## src/hw/core_defines.svh

```systemverilog
`ifndef CORE_DEFINES_SVH
`define CORE_DEFINES_SVH

// datapath word
`define WORD_WIDTH 32

// register index bits
`define ADDR_WIDTH 5

`define NUM_REGS 32

`endif
```

## src/hw/core_pkgs.sv

```systemverilog
`default_nettype none

`include "core_defines.svh"

package riscv_isa_pkg;

	typedef logic [`WORD_WIDTH-1:0] word_t;
	typedef logic [`ADDR_WIDTH-1:0] reg_addr_t;
	typedef logic [31:0] instr_t;

	// major opcodes, bits 6:0
	typedef enum logic [6:0] {
		LOAD     = 7'b0000011,
		MISC_MEM = 7'b0001111,
		OP_IMM   = 7'b0010011,
		AUIPC    = 7'b0010111,
		STORE    = 7'b0100011,
		OP       = 7'b0110011,
		LUI      = 7'b0110111,
		BRANCH   = 7'b1100011,
		JALR     = 7'b1100111,
		JAL      = 7'b1101111,
		SYSTEM   = 7'b1110011
	} opcode_e;

	// what the core actually executes
	typedef enum logic [1:0] {
		R_TYPE,
		I_ALU,
		U_LUI,
		ILLEGAL
	} decoded_opcode;

endpackage

package core_pipe_pkg;

	typedef enum logic [3:0] {
		ALU_ADD,
		ALU_SUB,
		ALU_SLL,
		ALU_SLT,
		ALU_SLTU,
		ALU_XOR,
		ALU_SRL,
		ALU_SRA,
		ALU_OR,
		ALU_AND,
		ALU_PASS_B   // lui
	} alu_op_e;

	typedef logic [15:0] retire_cnt_t;

endpackage

`default_nettype wire

```

## src/hw/pipe_ifs.sv

```systemverilog
`default_nettype none

// decode -> execute
interface id_ex_if;
	import riscv_isa_pkg::*;
	import core_pipe_pkg::*;

	logic      valid;
	alu_op_e   alu_op;
	word_t     op_a;
	word_t     op_b;
	reg_addr_t rd;
	logic      wen;
	logic      illegal;
	word_t     ex_result;   // alu output, back to decode

	modport producer (output valid, alu_op, op_a, op_b, rd, wen, illegal, input ex_result);
	modport consumer (input valid, alu_op, op_a, op_b, rd, wen, illegal, output ex_result);
endinterface

// execute -> result, also tapped by decode for forwarding
interface ex_wb_if;
	import riscv_isa_pkg::*;

	logic      valid;
	reg_addr_t rd;
	word_t     result;
	logic      wen;
	logic      illegal;

	modport producer (output valid, rd, result, wen, illegal);
	modport consumer (input valid, rd, result, wen, illegal);
	modport bypass (input rd, result, wen);
endinterface

`default_nettype wire

```

## src/hw/rv_core_top.sv

```systemverilog
`default_nettype none

module rv_core_top (
	input  logic                       clk,
	input  logic                       reset_i,
	input  logic                       instr_valid_i,
	input  riscv_isa_pkg::instr_t      instruction_i,
	output logic                       wb_valid_o,
	output riscv_isa_pkg::reg_addr_t   wb_rd_o,
	output riscv_isa_pkg::word_t       wb_data_o,
	output logic                       illegal_o,
	output core_pipe_pkg::retire_cnt_t retired_o
);
	import riscv_isa_pkg::*;

	// result stage back into the register bank
	reg_addr_t reg_waddr;
	word_t     reg_wdata;
	logic      reg_wen;

	id_ex_if id_ex ();
	ex_wb_if ex_wb ();

	id_stage id_stg (
		.clk           (clk),
		.reset_i       (reset_i),
		.instr_valid_i (instr_valid_i),
		.instruction_i (instruction_i),
		.reg_waddr_i   (reg_waddr),
		.reg_wdata_i   (reg_wdata),
		.reg_wen_i     (reg_wen),
		.ex            (id_ex.producer),
		.fwd           (ex_wb.bypass)
	);

	ex_stage ex_stg (
		.clk     (clk),
		.reset_i (reset_i),
		.id      (id_ex.consumer),
		.wb      (ex_wb.producer)
	);

	wb_stage wb_stg (
		.clk         (clk),
		.reset_i     (reset_i),
		.ex          (ex_wb.consumer),
		.reg_waddr_o (reg_waddr),
		.reg_wdata_o (reg_wdata),
		.reg_wen_o   (reg_wen),
		.wb_valid_o  (wb_valid_o),
		.wb_rd_o     (wb_rd_o),
		.wb_data_o   (wb_data_o),
		.illegal_o   (illegal_o),
		.retired_o   (retired_o)
	);

endmodule

`default_nettype wire

```

## src/hw/wb_stage.sv

```systemverilog
`default_nettype none

module wb_stage (
	input  logic                       clk,
	input  logic                       reset_i,
	ex_wb_if.consumer                  ex,
	output riscv_isa_pkg::reg_addr_t   reg_waddr_o,
	output riscv_isa_pkg::word_t       reg_wdata_o,
	output logic                       reg_wen_o,
	output logic                       wb_valid_o,
	output riscv_isa_pkg::reg_addr_t   wb_rd_o,
	output riscv_isa_pkg::word_t       wb_data_o,
	output logic                       illegal_o,
	output core_pipe_pkg::retire_cnt_t retired_o
);
	import core_pipe_pkg::*;

	logic retire;

	assign retire = ex.valid & ~ex.illegal;   // x0 targets count too

	// write port, commits at the next edge
	assign reg_waddr_o = ex.rd;
	assign reg_wdata_o = ex.result;
	assign reg_wen_o   = ex.valid & ex.wen;

	always_ff @(posedge clk) begin
		if (reset_i) begin
			wb_valid_o <= 1'b0;
			illegal_o  <= 1'b0;
			retired_o  <= '0;
		end else begin
			wb_valid_o <= retire;
			illegal_o  <= ex.valid & ex.illegal;
			if (retire)
				retired_o <= retired_o + retire_cnt_t'(1);
		end
	end

	always_ff @(posedge clk) begin
		wb_rd_o   <= ex.rd;
		wb_data_o <= ex.result;
	end

endmodule

`default_nettype wire

```

## src/hw/ex_stage.sv

```systemverilog
`default_nettype none

module ex_stage (
	input  logic       clk,
	input  logic       reset_i,
	id_ex_if.consumer  id,
	ex_wb_if.producer  wb
);
	import riscv_isa_pkg::*;
	import core_pipe_pkg::*;

	word_t      alu_out;
	logic [4:0] shamt;

	assign shamt = id.op_b[4:0];

	always_comb begin
		case (id.alu_op)
			ALU_ADD:    alu_out = id.op_a + id.op_b;
			ALU_SUB:    alu_out = id.op_a - id.op_b;
			ALU_SLL:    alu_out = id.op_a << shamt;
			ALU_SLT:    alu_out = word_t'($signed(id.op_a) < $signed(id.op_b));
			ALU_SLTU:   alu_out = word_t'(id.op_a < id.op_b);
			ALU_XOR:    alu_out = id.op_a ^ id.op_b;
			ALU_SRL:    alu_out = id.op_a >> shamt;
			ALU_SRA:    alu_out = $signed(id.op_a) >>> shamt;
			ALU_OR:     alu_out = id.op_a | id.op_b;
			ALU_AND:    alu_out = id.op_a & id.op_b;
			ALU_PASS_B: alu_out = id.op_b;
			default:    alu_out = '0;
		endcase
	end

	// distance-1 bypass into decode
	assign id.ex_result = alu_out;

	always_ff @(posedge clk) begin
		if (reset_i) begin
			wb.valid   <= 1'b0;
			wb.wen     <= 1'b0;
			wb.illegal <= 1'b0;
		end else begin
			wb.valid   <= id.valid;
			wb.wen     <= id.wen;
			wb.illegal <= id.illegal;
		end
	end

	always_ff @(posedge clk) begin
		wb.rd     <= id.rd;
		wb.result <= alu_out;
	end

endmodule

`default_nettype wire

```

## src/hw/id_stage.sv

```systemverilog
`default_nettype none

module id_stage (
	input  logic                     clk,
	input  logic                     reset_i,
	input  logic                     instr_valid_i,
	input  riscv_isa_pkg::instr_t    instruction_i,
	input  riscv_isa_pkg::reg_addr_t reg_waddr_i,
	input  riscv_isa_pkg::word_t     reg_wdata_i,
	input  logic                     reg_wen_i,
	id_ex_if.producer                ex,
	ex_wb_if.bypass                  fwd
);
	import riscv_isa_pkg::*;
	import core_pipe_pkg::*;

	reg_addr_t     rs1_addr;
	reg_addr_t     rs2_addr;
	word_t         bank_a;
	word_t         bank_b;
	word_t         src_a;
	word_t         src_b;
	alu_op_e       alu_op;
	word_t         imm;
	logic          use_imm;
	reg_addr_t     rd;
	logic          dec_wen;
	decoded_opcode instr_type;

	assign rs1_addr = instruction_i[19:15];
	assign rs2_addr = instruction_i[24:20];

	reg_bank regbank (
		.clk          (clk),
		.reset_i      (reset_i),
		.read_addr1_i (rs1_addr),
		.read_addr2_i (rs2_addr),
		.write_addr_i (reg_waddr_i),
		.write_data_i (reg_wdata_i),
		.write_en_i   (reg_wen_i),
		.read_data1_o (bank_a),
		.read_data2_o (bank_b)
	);

	control_unit ctrl_unit (
		.instruction_i (instruction_i),
		.alu_op_o      (alu_op),
		.imm_o         (imm),
		.use_imm_o     (use_imm),
		.rd_o          (rd),
		.wen_o         (dec_wen),
		.instr_type_o  (instr_type)
	);

	// youngest producer wins: alu output, then ex_wb, then the bank
	always_comb begin
		if (ex.wen && ex.rd == rs1_addr)
			src_a = ex.ex_result;
		else if (fwd.wen && fwd.rd == rs1_addr)
			src_a = fwd.result;
		else
			src_a = bank_a;

		if (ex.wen && ex.rd == rs2_addr)
			src_b = ex.ex_result;
		else if (fwd.wen && fwd.rd == rs2_addr)
			src_b = fwd.result;
		else
			src_b = bank_b;
	end

	always_ff @(posedge clk) begin
		if (reset_i) begin
			ex.valid   <= 1'b0;
			ex.wen     <= 1'b0;
			ex.illegal <= 1'b0;
		end else begin
			ex.valid   <= instr_valid_i;
			ex.wen     <= instr_valid_i & dec_wen;   // empty slot writes nothing
			ex.illegal <= instr_valid_i & (instr_type == ILLEGAL);
		end
	end

	always_ff @(posedge clk) begin
		ex.alu_op <= alu_op;
		ex.op_a   <= src_a;
		ex.op_b   <= use_imm ? imm : src_b;
		ex.rd     <= rd;
	end

endmodule

`default_nettype wire

```

## src/hw/reg_bank.sv

```systemverilog
`default_nettype none

`include "core_defines.svh"

module reg_bank (
	input  logic                     clk,
	input  logic                     reset_i,
	input  riscv_isa_pkg::reg_addr_t read_addr1_i,
	input  riscv_isa_pkg::reg_addr_t read_addr2_i,
	input  riscv_isa_pkg::reg_addr_t write_addr_i,
	input  riscv_isa_pkg::word_t     write_data_i,
	input  logic                     write_en_i,
	output riscv_isa_pkg::word_t     read_data1_o,
	output riscv_isa_pkg::word_t     read_data2_o
);
	import riscv_isa_pkg::*;

	word_t regs [`NUM_REGS];

	always_ff @(posedge clk) begin
		if (reset_i) begin
			for (int i = 0; i < `NUM_REGS; i++)
				regs[i] <= '0;
		end else if (write_en_i) begin
			regs[write_addr_i] <= write_data_i;   // x0 never gets a wen
		end
	end

	assign read_data1_o = regs[read_addr1_i];
	assign read_data2_o = regs[read_addr2_i];

endmodule

`default_nettype wire

```

## src/hw/control_unit.sv

```systemverilog
`default_nettype none

module control_unit (
	input  riscv_isa_pkg::instr_t        instruction_i,
	output core_pipe_pkg::alu_op_e       alu_op_o,
	output riscv_isa_pkg::word_t         imm_o,
	output logic                         use_imm_o,
	output riscv_isa_pkg::reg_addr_t     rd_o,
	output logic                         wen_o,
	output riscv_isa_pkg::decoded_opcode instr_type_o
);
	import riscv_isa_pkg::*;
	import core_pipe_pkg::*;

	opcode_e    opcode;
	logic [2:0] funct3;
	logic       funct7_b5;
	word_t      imm_i;
	word_t      imm_u;
	alu_op_e    func_op;

	assign opcode    = opcode_e'(instruction_i[6:0]);
	assign funct3    = instruction_i[14:12];
	assign funct7_b5 = instruction_i[30];   // sub / sra select
	assign rd_o      = instruction_i[11:7];

	assign imm_i = {{20{instruction_i[31]}}, instruction_i[31:20]};
	assign imm_u = {instruction_i[31:12], 12'b0};

	// funct3 mapping, same for OP and OP-IMM
	always_comb begin
		case (funct3)
			3'b000:  func_op = ALU_ADD;
			3'b001:  func_op = ALU_SLL;
			3'b010:  func_op = ALU_SLT;
			3'b011:  func_op = ALU_SLTU;
			3'b100:  func_op = ALU_XOR;
			3'b101:  func_op = funct7_b5 ? ALU_SRA : ALU_SRL;
			3'b110:  func_op = ALU_OR;
			default: func_op = ALU_AND;
		endcase
	end

	always_comb begin
		instr_type_o = ILLEGAL;
		alu_op_o     = ALU_ADD;
		imm_o        = imm_i;
		use_imm_o    = 1'b0;
		case (opcode)
			OP: begin
				instr_type_o = R_TYPE;
				// only the register form has sub
				if (funct3 == 3'b000 && funct7_b5)
					alu_op_o = ALU_SUB;
				else
					alu_op_o = func_op;
			end
			OP_IMM: begin
				instr_type_o = I_ALU;
				alu_op_o     = func_op;
				use_imm_o    = 1'b1;
			end
			LUI: begin
				instr_type_o = U_LUI;
				alu_op_o     = ALU_PASS_B;
				imm_o        = imm_u;
				use_imm_o    = 1'b1;
			end
			default: begin
				instr_type_o = ILLEGAL;   // no pc, no memory
			end
		endcase
	end

	// the one place x0 is filtered out
	assign wen_o = (instr_type_o != ILLEGAL) && (rd_o != '0);

endmodule

`default_nettype wire

```

## config.mk

```make
export PLATFORM = sky130hd
export DESIGN_NAME = rv_core_top
export DESIGN_NICKNAME = d
export VERILOG_FILES = /design/src/hw/core_pkgs.sv /design/src/hw/pipe_ifs.sv /design/src/hw/rv_core_top.sv /design/src/hw/wb_stage.sv /design/src/hw/ex_stage.sv /design/src/hw/id_stage.sv /design/src/hw/reg_bank.sv /design/src/hw/control_unit.sv
export VERILOG_INCLUDE_DIRS = /design/src /design/src/hw
export SDC_FILE = /design/constraint.sdc
export NUM_CORES = 2
export LEC_CHECK = 0
export ABC_CLOCK_PERIOD_IN_PS = 4400
export BUFFER_PORTS_ARGS = -buffer_cell sky130_fd_sc_hd__buf_2
export CORE_UTILIZATION = 25
export CTS_CLUSTER_DIAMETER = 120
export DETAILED_ROUTE_END_ITERATION = 6
export PLACE_DENSITY = 0.45
export RECOVER_POWER = 25
export SLEW_MARGIN = 20
export SYNTH_ARGS = -nofsm -noshare
export SYNTH_HDL_FRONTEND = slang
export SYNTH_SLANG_ARGS = --single-unit
```

## constraint.sdc

```tcl
create_clock -name clk -period 4.4 [get_ports clk]
set_input_delay 0.22 -clock clk [delete_from_list [all_inputs] [get_ports clk]]
set_output_delay 0.22 -clock clk [all_outputs]
set_load 0.02 [all_outputs]
```

# Yosys cells after proc, flatten, opt, wreduce, memory -nomap -nowiden
# Memory sizes are Yosys's and may differ from the RTL's.
# Index checks and enable logic that the tools add are counted.
# word_totals
mem_bits_ro	0
latch_bits	0
out_inout_bits	55
n_memories	1
register_bits	171
in_bits	35
wordCells	92
ramBits	1024
# mem_list
name	depth	width	read_ports	rd_ports_with_merged_regs	write_ports	line_no	source
id_stg.regbank.regs	32	32	2	0	32	reg_bank.sv:18	word_t regs [`NUM_REGS];
# classes
div	0
n_reduce_logical	11
mux	21
magnitude_cmp	2
multipliers	0
add_sub_neg	3
shift	3
eq_ne	25
bitwise	9
# op_table
operator	n
$pmux 32 s11	1
$mux 32	6
$lt 32x32->1	2
$add 32x32->32	1
$and 32x32->32	1
$or 32x32->32	1
$reduce_or 32->1	1
$shl 32x5->32	1
$shr 32x5->32	1
$sshr 32x5->32	1
$sub 32x32->32	1
$xor 32x32->32	1
$mux 31	1
$pmux 4 s7	1
$eq 5x5->1	4
$add 16x1->16 const B	1
$eq 4x3->1 const B	4
$eq 7x6->1 const B	2
$eq 4x4->1 const B	3
$pmux 4 s3	1
$eq 3x3->1 const B	3
$eq 4x2->1 const B	2
$mux 1	8
$eq 7x5->1 const B	1
15 further kinds	25

# Longest topological paths before layout
# logic_depth
ltp_word	6
mapped_depth	17
mapped_depth_nobuf	12

# By module
# Synthesis repeated with hierarchy kept, for this count alone.
# unflattened
hier_cells	6554
hier_area_um2	72050.4
# by_module_without_submodules
module	cells_each	n_inst	seq_area_each_um2	area_per_inst_um2
reg_bank	4640	1	30749.5	56467.9
ex_stage	1321	1	800.8	9775.6
id_stage	360	1	1521.5	3513.4
wb_stage	163	1	1101.1	1824.2
control_unit	70	1	0.0	469.2

# Worst setup path after synthesis
# Ideal clock, no wire load.
# synth_timing
path_type	flip-flop to flip-flop
from	reg id_stg.ex.op_b[2]
to	reg id_stg.ex.op_a[28]
required_time_ns	4.267
period_less_slack_ns	4.052
arrival_time_ns	3.919
path_buffers	5
setup_time_ns	0.133
slack_ns	0.348
path_stages_with_launch	17
cell_sequence	dfxtp_1 -> buf_2 -> clkinv_1 -> buf_1 -> clkbuf_1 -> buf_2 -> ha_1 -> buf_2 -> a21o_1 -> a221o_1 -> a211o_1 -> a21oi_1 -> o21bai_1 -> a211oi_1 -> xnor2_1 -> a221oi_1 -> o21ai_0
# synth_between
elab_chain_cells	3
word_cells_on_any_way	7
classes_between	add/sub: 2; shift: 3; mux: 2
# synth_lines
element	line_no	source
from (decl)	pipe_ifs.sv:17	modport producer (output valid, alu_op, op_a, op_b, rd, wen, illegal, input ex_result);
from (signal assigned)	id_stage.sv:87	ex.op_b <= use_imm ? imm : src_b;
$sub 32x32->32, or another cell as far along	ex_stage.sv:20	ALU_SUB: alu_out = id.op_a - id.op_b;
$pmux 32 s11 (*)	ex_stage.sv:18	case (id.alu_op)
$mux 32 (*)	id_stage.sv:57	if (ex.wen && ex.rd == rs1_addr)
named net id_stg.src_a[28]	id_stage.sv:21	word_t src_a;
to (signal assigned)	id_stage.sv:86	ex.op_a <= src_a;
to (decl)	pipe_ifs.sv:17	
# The timed path passes the listed nets; every way through them passes the cells marked *.
# A chain may end at the register's enable or synchronous reset.

# Final worst setup path
# layout_timing
from	reg id_stg.ex.op_a[1]
to	reg id_stg.ex.op_b[25]
# layout_between
elab_chain_cells	4
word_cells_on_any_way	8
classes_between	add/sub: 2; shift: 3; mux: 3
# layout_lines
element	line_no	source
$sub 32x32->32, or another cell as far along	ex_stage.sv:20	
$pmux 32 s11 (*)	ex_stage.sv:18	
$mux 32 (*)	id_stage.sv:64	if (ex.wen && ex.rd == rs2_addr)
$mux 32 (*)	id_stage.sv:87	
# Every way passes the cells marked *; elsewhere a longest branch is shown, timed or not.

==> summary by stage <==
Outcome
The flow ran to the end, but the final reports show violations. The checks that failed: DRC, capacitance limit, slew limit.

Detailed routing
The iteration count of the initial detailed-routing pass is 7. The post-detailed-route wirelength per cell is 34.5 µm. The number of remaining DRC errors is 1.

The total number of vias is 49400. The initial detailed-routing violation count is 6881. The final layout contains routed wiring with a total length of 313000 µm.

The remaining antenna violation count after routing is 0. After detailed routing, the number of vias per cell comes to 5.46.

Power
The sequential cell fraction of total power is 0.417. The proportion of power drawn by combinational gates is 0.234. In this run the power spent charging and discharging nets is 11.8 mW. The peak supply drop is 0.355 mV.

Of the total power, the share spent switching nets is 0.346. The analysis attributes to cell leakage a power of 28.2 nW. Cell internal power was estimated by the tool at 22.3 mW.

The power per unit of standard cell area is 424 nW/µm². The portion of total power attributed to the clock network is 0.349.

Logic synthesis
Counting flops with an async set or reset pin after synthesis yields a share of 0. The number of register bits inferred by synthesis is 1195. During synthesis, Yosys emitted a total of 0 warnings. The mapped netlist covers 69400 µm². The number of nets produced by synthesis is 5316. The count of mapped cells out of synthesis is 5177. The flip-flop cell with the highest count after synthesis is sky130_fd_sc_hd__edfxtp_1. After synthesis, the mean cell area works out to 13.4 µm². The number of different library cells in the post-synthesis netlist is 87. The share of the Yosys chip area taken by registers is 0.492.

Yosys mapped a number of flops with a built-in enable equal to 1024.

Critical path
In this run the worst setup path begins at id_stg.ex.op_a[1]. The most critical setup path has its endpoint at id_stg.ex.op_b[25]. The worst-case register-to-register setup slack is 0.13 ns. The launching point of the worst reg2reg path is id_stg.ex.op_a[1].

The worst setup path is launched from a register. The critical path is of the register to register type. In this run the critical register-to-register path is captured at id_stg.ex.op_b[25]. The critical path data required time is 5.03 ns.

The worst path arrival time is 4.90 ns. In this run the worst path has a maximum fanout of 10. The number of cells on the worst reg-to-reg path is 12.

The endpoint type of the worst setup path is a register.

Final layout
The final cell utilization of the core is 0.291. In the layout the commonest cells are sky130_fd_sc_hd__edfxtp_1, sky130_fd_sc_hd__and2_1, sky130_fd_sc_hd__mux4_2. The layout overhead on the synthesized area is 15.7%. The share of cells above drive strength 1 is 0.246.

The count of filler cells inserted in the layout is 27900. The area of the multi-input gates is 33200 µm². For this run, the post-layout net count is 5352.

The sequential cells in the finished layout cover a total of 34200 µm². The leading cell type in the layout, fill and taps excluded is sky130_fd_sc_hd__edfxtp_1.

Clocking
The TritonCTS buffer count is 140. The clock sink total is 1195. The post-CTS clock slew at the launch and capture registers of the worst setup and hold paths is 0.06 ns. For the worst-skew pair, the clock arrives at the later sink with an insertion delay of 0.82 ns. CTS placed an instance of sky130_fd_sc_hd__clkbuf_16 at the clock tree root. The H-tree was split into 4 levels.

No sink is reached through more buffers than the 3 on the longest clock path. TritonCTS built the clock tree.

Die
The starting density of the core is 0.251. In this run the horizontal extent of the chip is 529 µm. The number of I/O pins is 90. The die is 529 µm tall.

The area enclosed by the die boundary is 280000 µm². The core box area is 276000 µm². The standard-cell row count is 193.

Flow run
The max capacitance violation total is 42.

Timing
The number of slew-limit violations in the final report is 1424. In this run the tightest slew margin relative to its limit is -0.666. Hold is met by 0.0807 ns.

The number of endpoints failing setup at the final stage is 0. Setup repair after global routing left no endpoint under its margin. Across the routed clock network, the largest skew measured is 0.0429 ns.

Static timing analysis puts the maximum clock frequency at 234 MHz. Subtracting the final worst setup slack from the clock period gives 4.27 ns. Setup slack closes at 0.126 ns. The number of endpoints with negative hold slack in the final report came to 0. The actual slew at the worst max-slew pin is 2.50 ns. Of the available clock period, the critical path in the final layout requires 0.971.

Placement
The routability congestion estimate is 0.917. Timing analysis after detailed placement gives a worst setup slack of -0.00707 ns. Detailed placement ended at an HPWL of 195000 µm. The number of buffer cells added on primary ports is 89.

Global route
The via count of the first global-routing pass is 48800. The first global-routing pass estimated 425000 µm of wire. Entering global routing, the biggest net connects 86 pins.

The aggregate global routing overflow is 0. The number of antenna violations at the first check in global routing is 49. The combined global-route utilization of all metal layers is 0.220.

Worst hold path
The path class of the tightest hold or removal check is input pin to register.
state kept, by name, summed over array words and instances, names as in the netlist:
signal and count:
id_stg.ex.op_a 32, id_stg.ex.wen 1, id_stg.ex.alu_op 4, ex_stg.wb.illegal 1, id_stg.ex.op_b 32, ex_stg.wb.valid 1
ex_stg.wb.rd 5, wb_stg.illegal_o 1, id_stg.ex.illegal 1, id_stg.ex.rd 5, ex_stg.wb.result 32, id_stg.regbank.regs 1024
wb_stg.retired_o 16, ex_stg.wb.wen 1, wb_stg.wb_rd_o 5, wb_stg.wb_data_o 32, id_stg.ex.valid 1, wb_stg.wb_valid_o 1
cells in the mapped netlist, types with 53 or more instances:
cell type	n	area share
sky130_fd_sc_hd__mux4_2	700	0.23
sky130_fd_sc_hd__dfxtp_1	171	0.049
sky130_fd_sc_hd__and2_1	1033	0.093
sky130_fd_sc_hd__clkbuf_1	393	0.021
sky130_fd_sc_hd__o21ai_0	183	0.013
sky130_fd_sc_hd__nand2_1	201	0.011
sky130_fd_sc_hd__buf_1	53	0.0029
sky130_fd_sc_hd__mux2i_1	112	0.016
sky130_fd_sc_hd__a21oi_1	164	0.012
sky130_fd_sc_hd__ha_1	102	0.018
sky130_fd_sc_hd__edfxtp_1	1024	0.44
sky130_fd_sc_hd__inv_1	115	0.0062
sky130_fd_sc_hd__nor2_1	214	0.012
power by group through the flow:
stage | sequential, mW | clock (mW) | combinational, mW
4_1_cts | 14.2 | 12.1 | 8.00
2_1_floorplan | 13.8 | 0 | 4.50
6_report | 14.2 | 11.9 | 7.97
5_1_grt | 14.3 | 12.4 | 8.31
3_3_place_gp | 14.4 | 0 | 8.00
3_5_place_dp | 14.4 | 0 | 7.96
stage by stage:
stage / TNS [ns] / total power [mW] / area (µm²) / std cells
floorplan: 0 / 18.3 / 69400 / 5177
global placement: -0.235 / 22.4 / 75800 / 8757
detailed placement: -0.00707 / 22.4 / 75800 / 8757
CTS: 0 / 34.2 / 80500 / 9033
global route: 0 / 35.0 / 80300 / 9034
finish: 0 / 34.1 / 80400 / 9052
worst min path at each step:
stage / from / end / depth (start not counted)
floorplan: instruction_i[7] / id_stg.ex.rd[0] / 0
detailed placement: instruction_i[9] / id_stg.ex.rd[2] / 1
finish: instruction_i[9] / id_stg.ex.rd[2] / 2
global route: instruction_i[9] / id_stg.ex.rd[2] / 2
CTS: instruction_i[11] / id_stg.ex.rd[4] / 2
global placement: instruction_i[11] / id_stg.ex.rd[4] / 1
worst max-delay path, stage by stage (launching register included):
cell and delay, ns:
sky130_fd_sc_hd__dfxtp_1 0.55, sky130_fd_sc_hd__inv_1 0.15, sky130_fd_sc_hd__ha_1 0.36, sky130_fd_sc_hd__nor3_1 0.09, sky130_fd_sc_hd__o311ai_1 0.57, sky130_fd_sc_hd__a311oi_2 0.32
sky130_fd_sc_hd__o211ai_1 0.33, sky130_fd_sc_hd__o211ai_1 0.21, sky130_fd_sc_hd__a21oi_1 0.23, sky130_fd_sc_hd__mux2i_1 0.10, sky130_fd_sc_hd__a2111oi_0 0.83, sky130_fd_sc_hd__buf_4 0.25
sky130_fd_sc_hd__o21ai_0 0.10
cell type report:
class | instances | share of cell area
well taps | 3705 | 0.0577
diodes | 19 | 0.000592
flip-flops and latches | 1195 | 0.425
repair buffers | 401 | 0.0412
inverters | 119 | 0.00556
multi-input cells | 3356 | 0.413
clock buffers | 190 | 0.0479
clock inverters | 67 | 0.00922
cells by family after synthesis:
family	share of synthesized area
fa+ha+maj	0.0190
flops	0.492
simple gates	0.137
mux	0.246
compound gates	0.0654
xor+xnor	0.00542
buf+inv	0.0354
metal layers:
metal,track usage,share of wire,vias to the layer above
met2,0.351,0.46,2778
met4,0.0908,0.045,20
li1,-,-,19900
met5,0,0.00046,-
met3,0.0382,0.086,574
met1,0.295,0.41,26200
repair_timing:
action	CTS	global route
endpoints found under the setup margin	2	0
hold endpoints to repair	26	0
resized for setup	1	0
hold buffers	19	0
buffers inserted	0	0
Power figures use the tool's default switching activity.
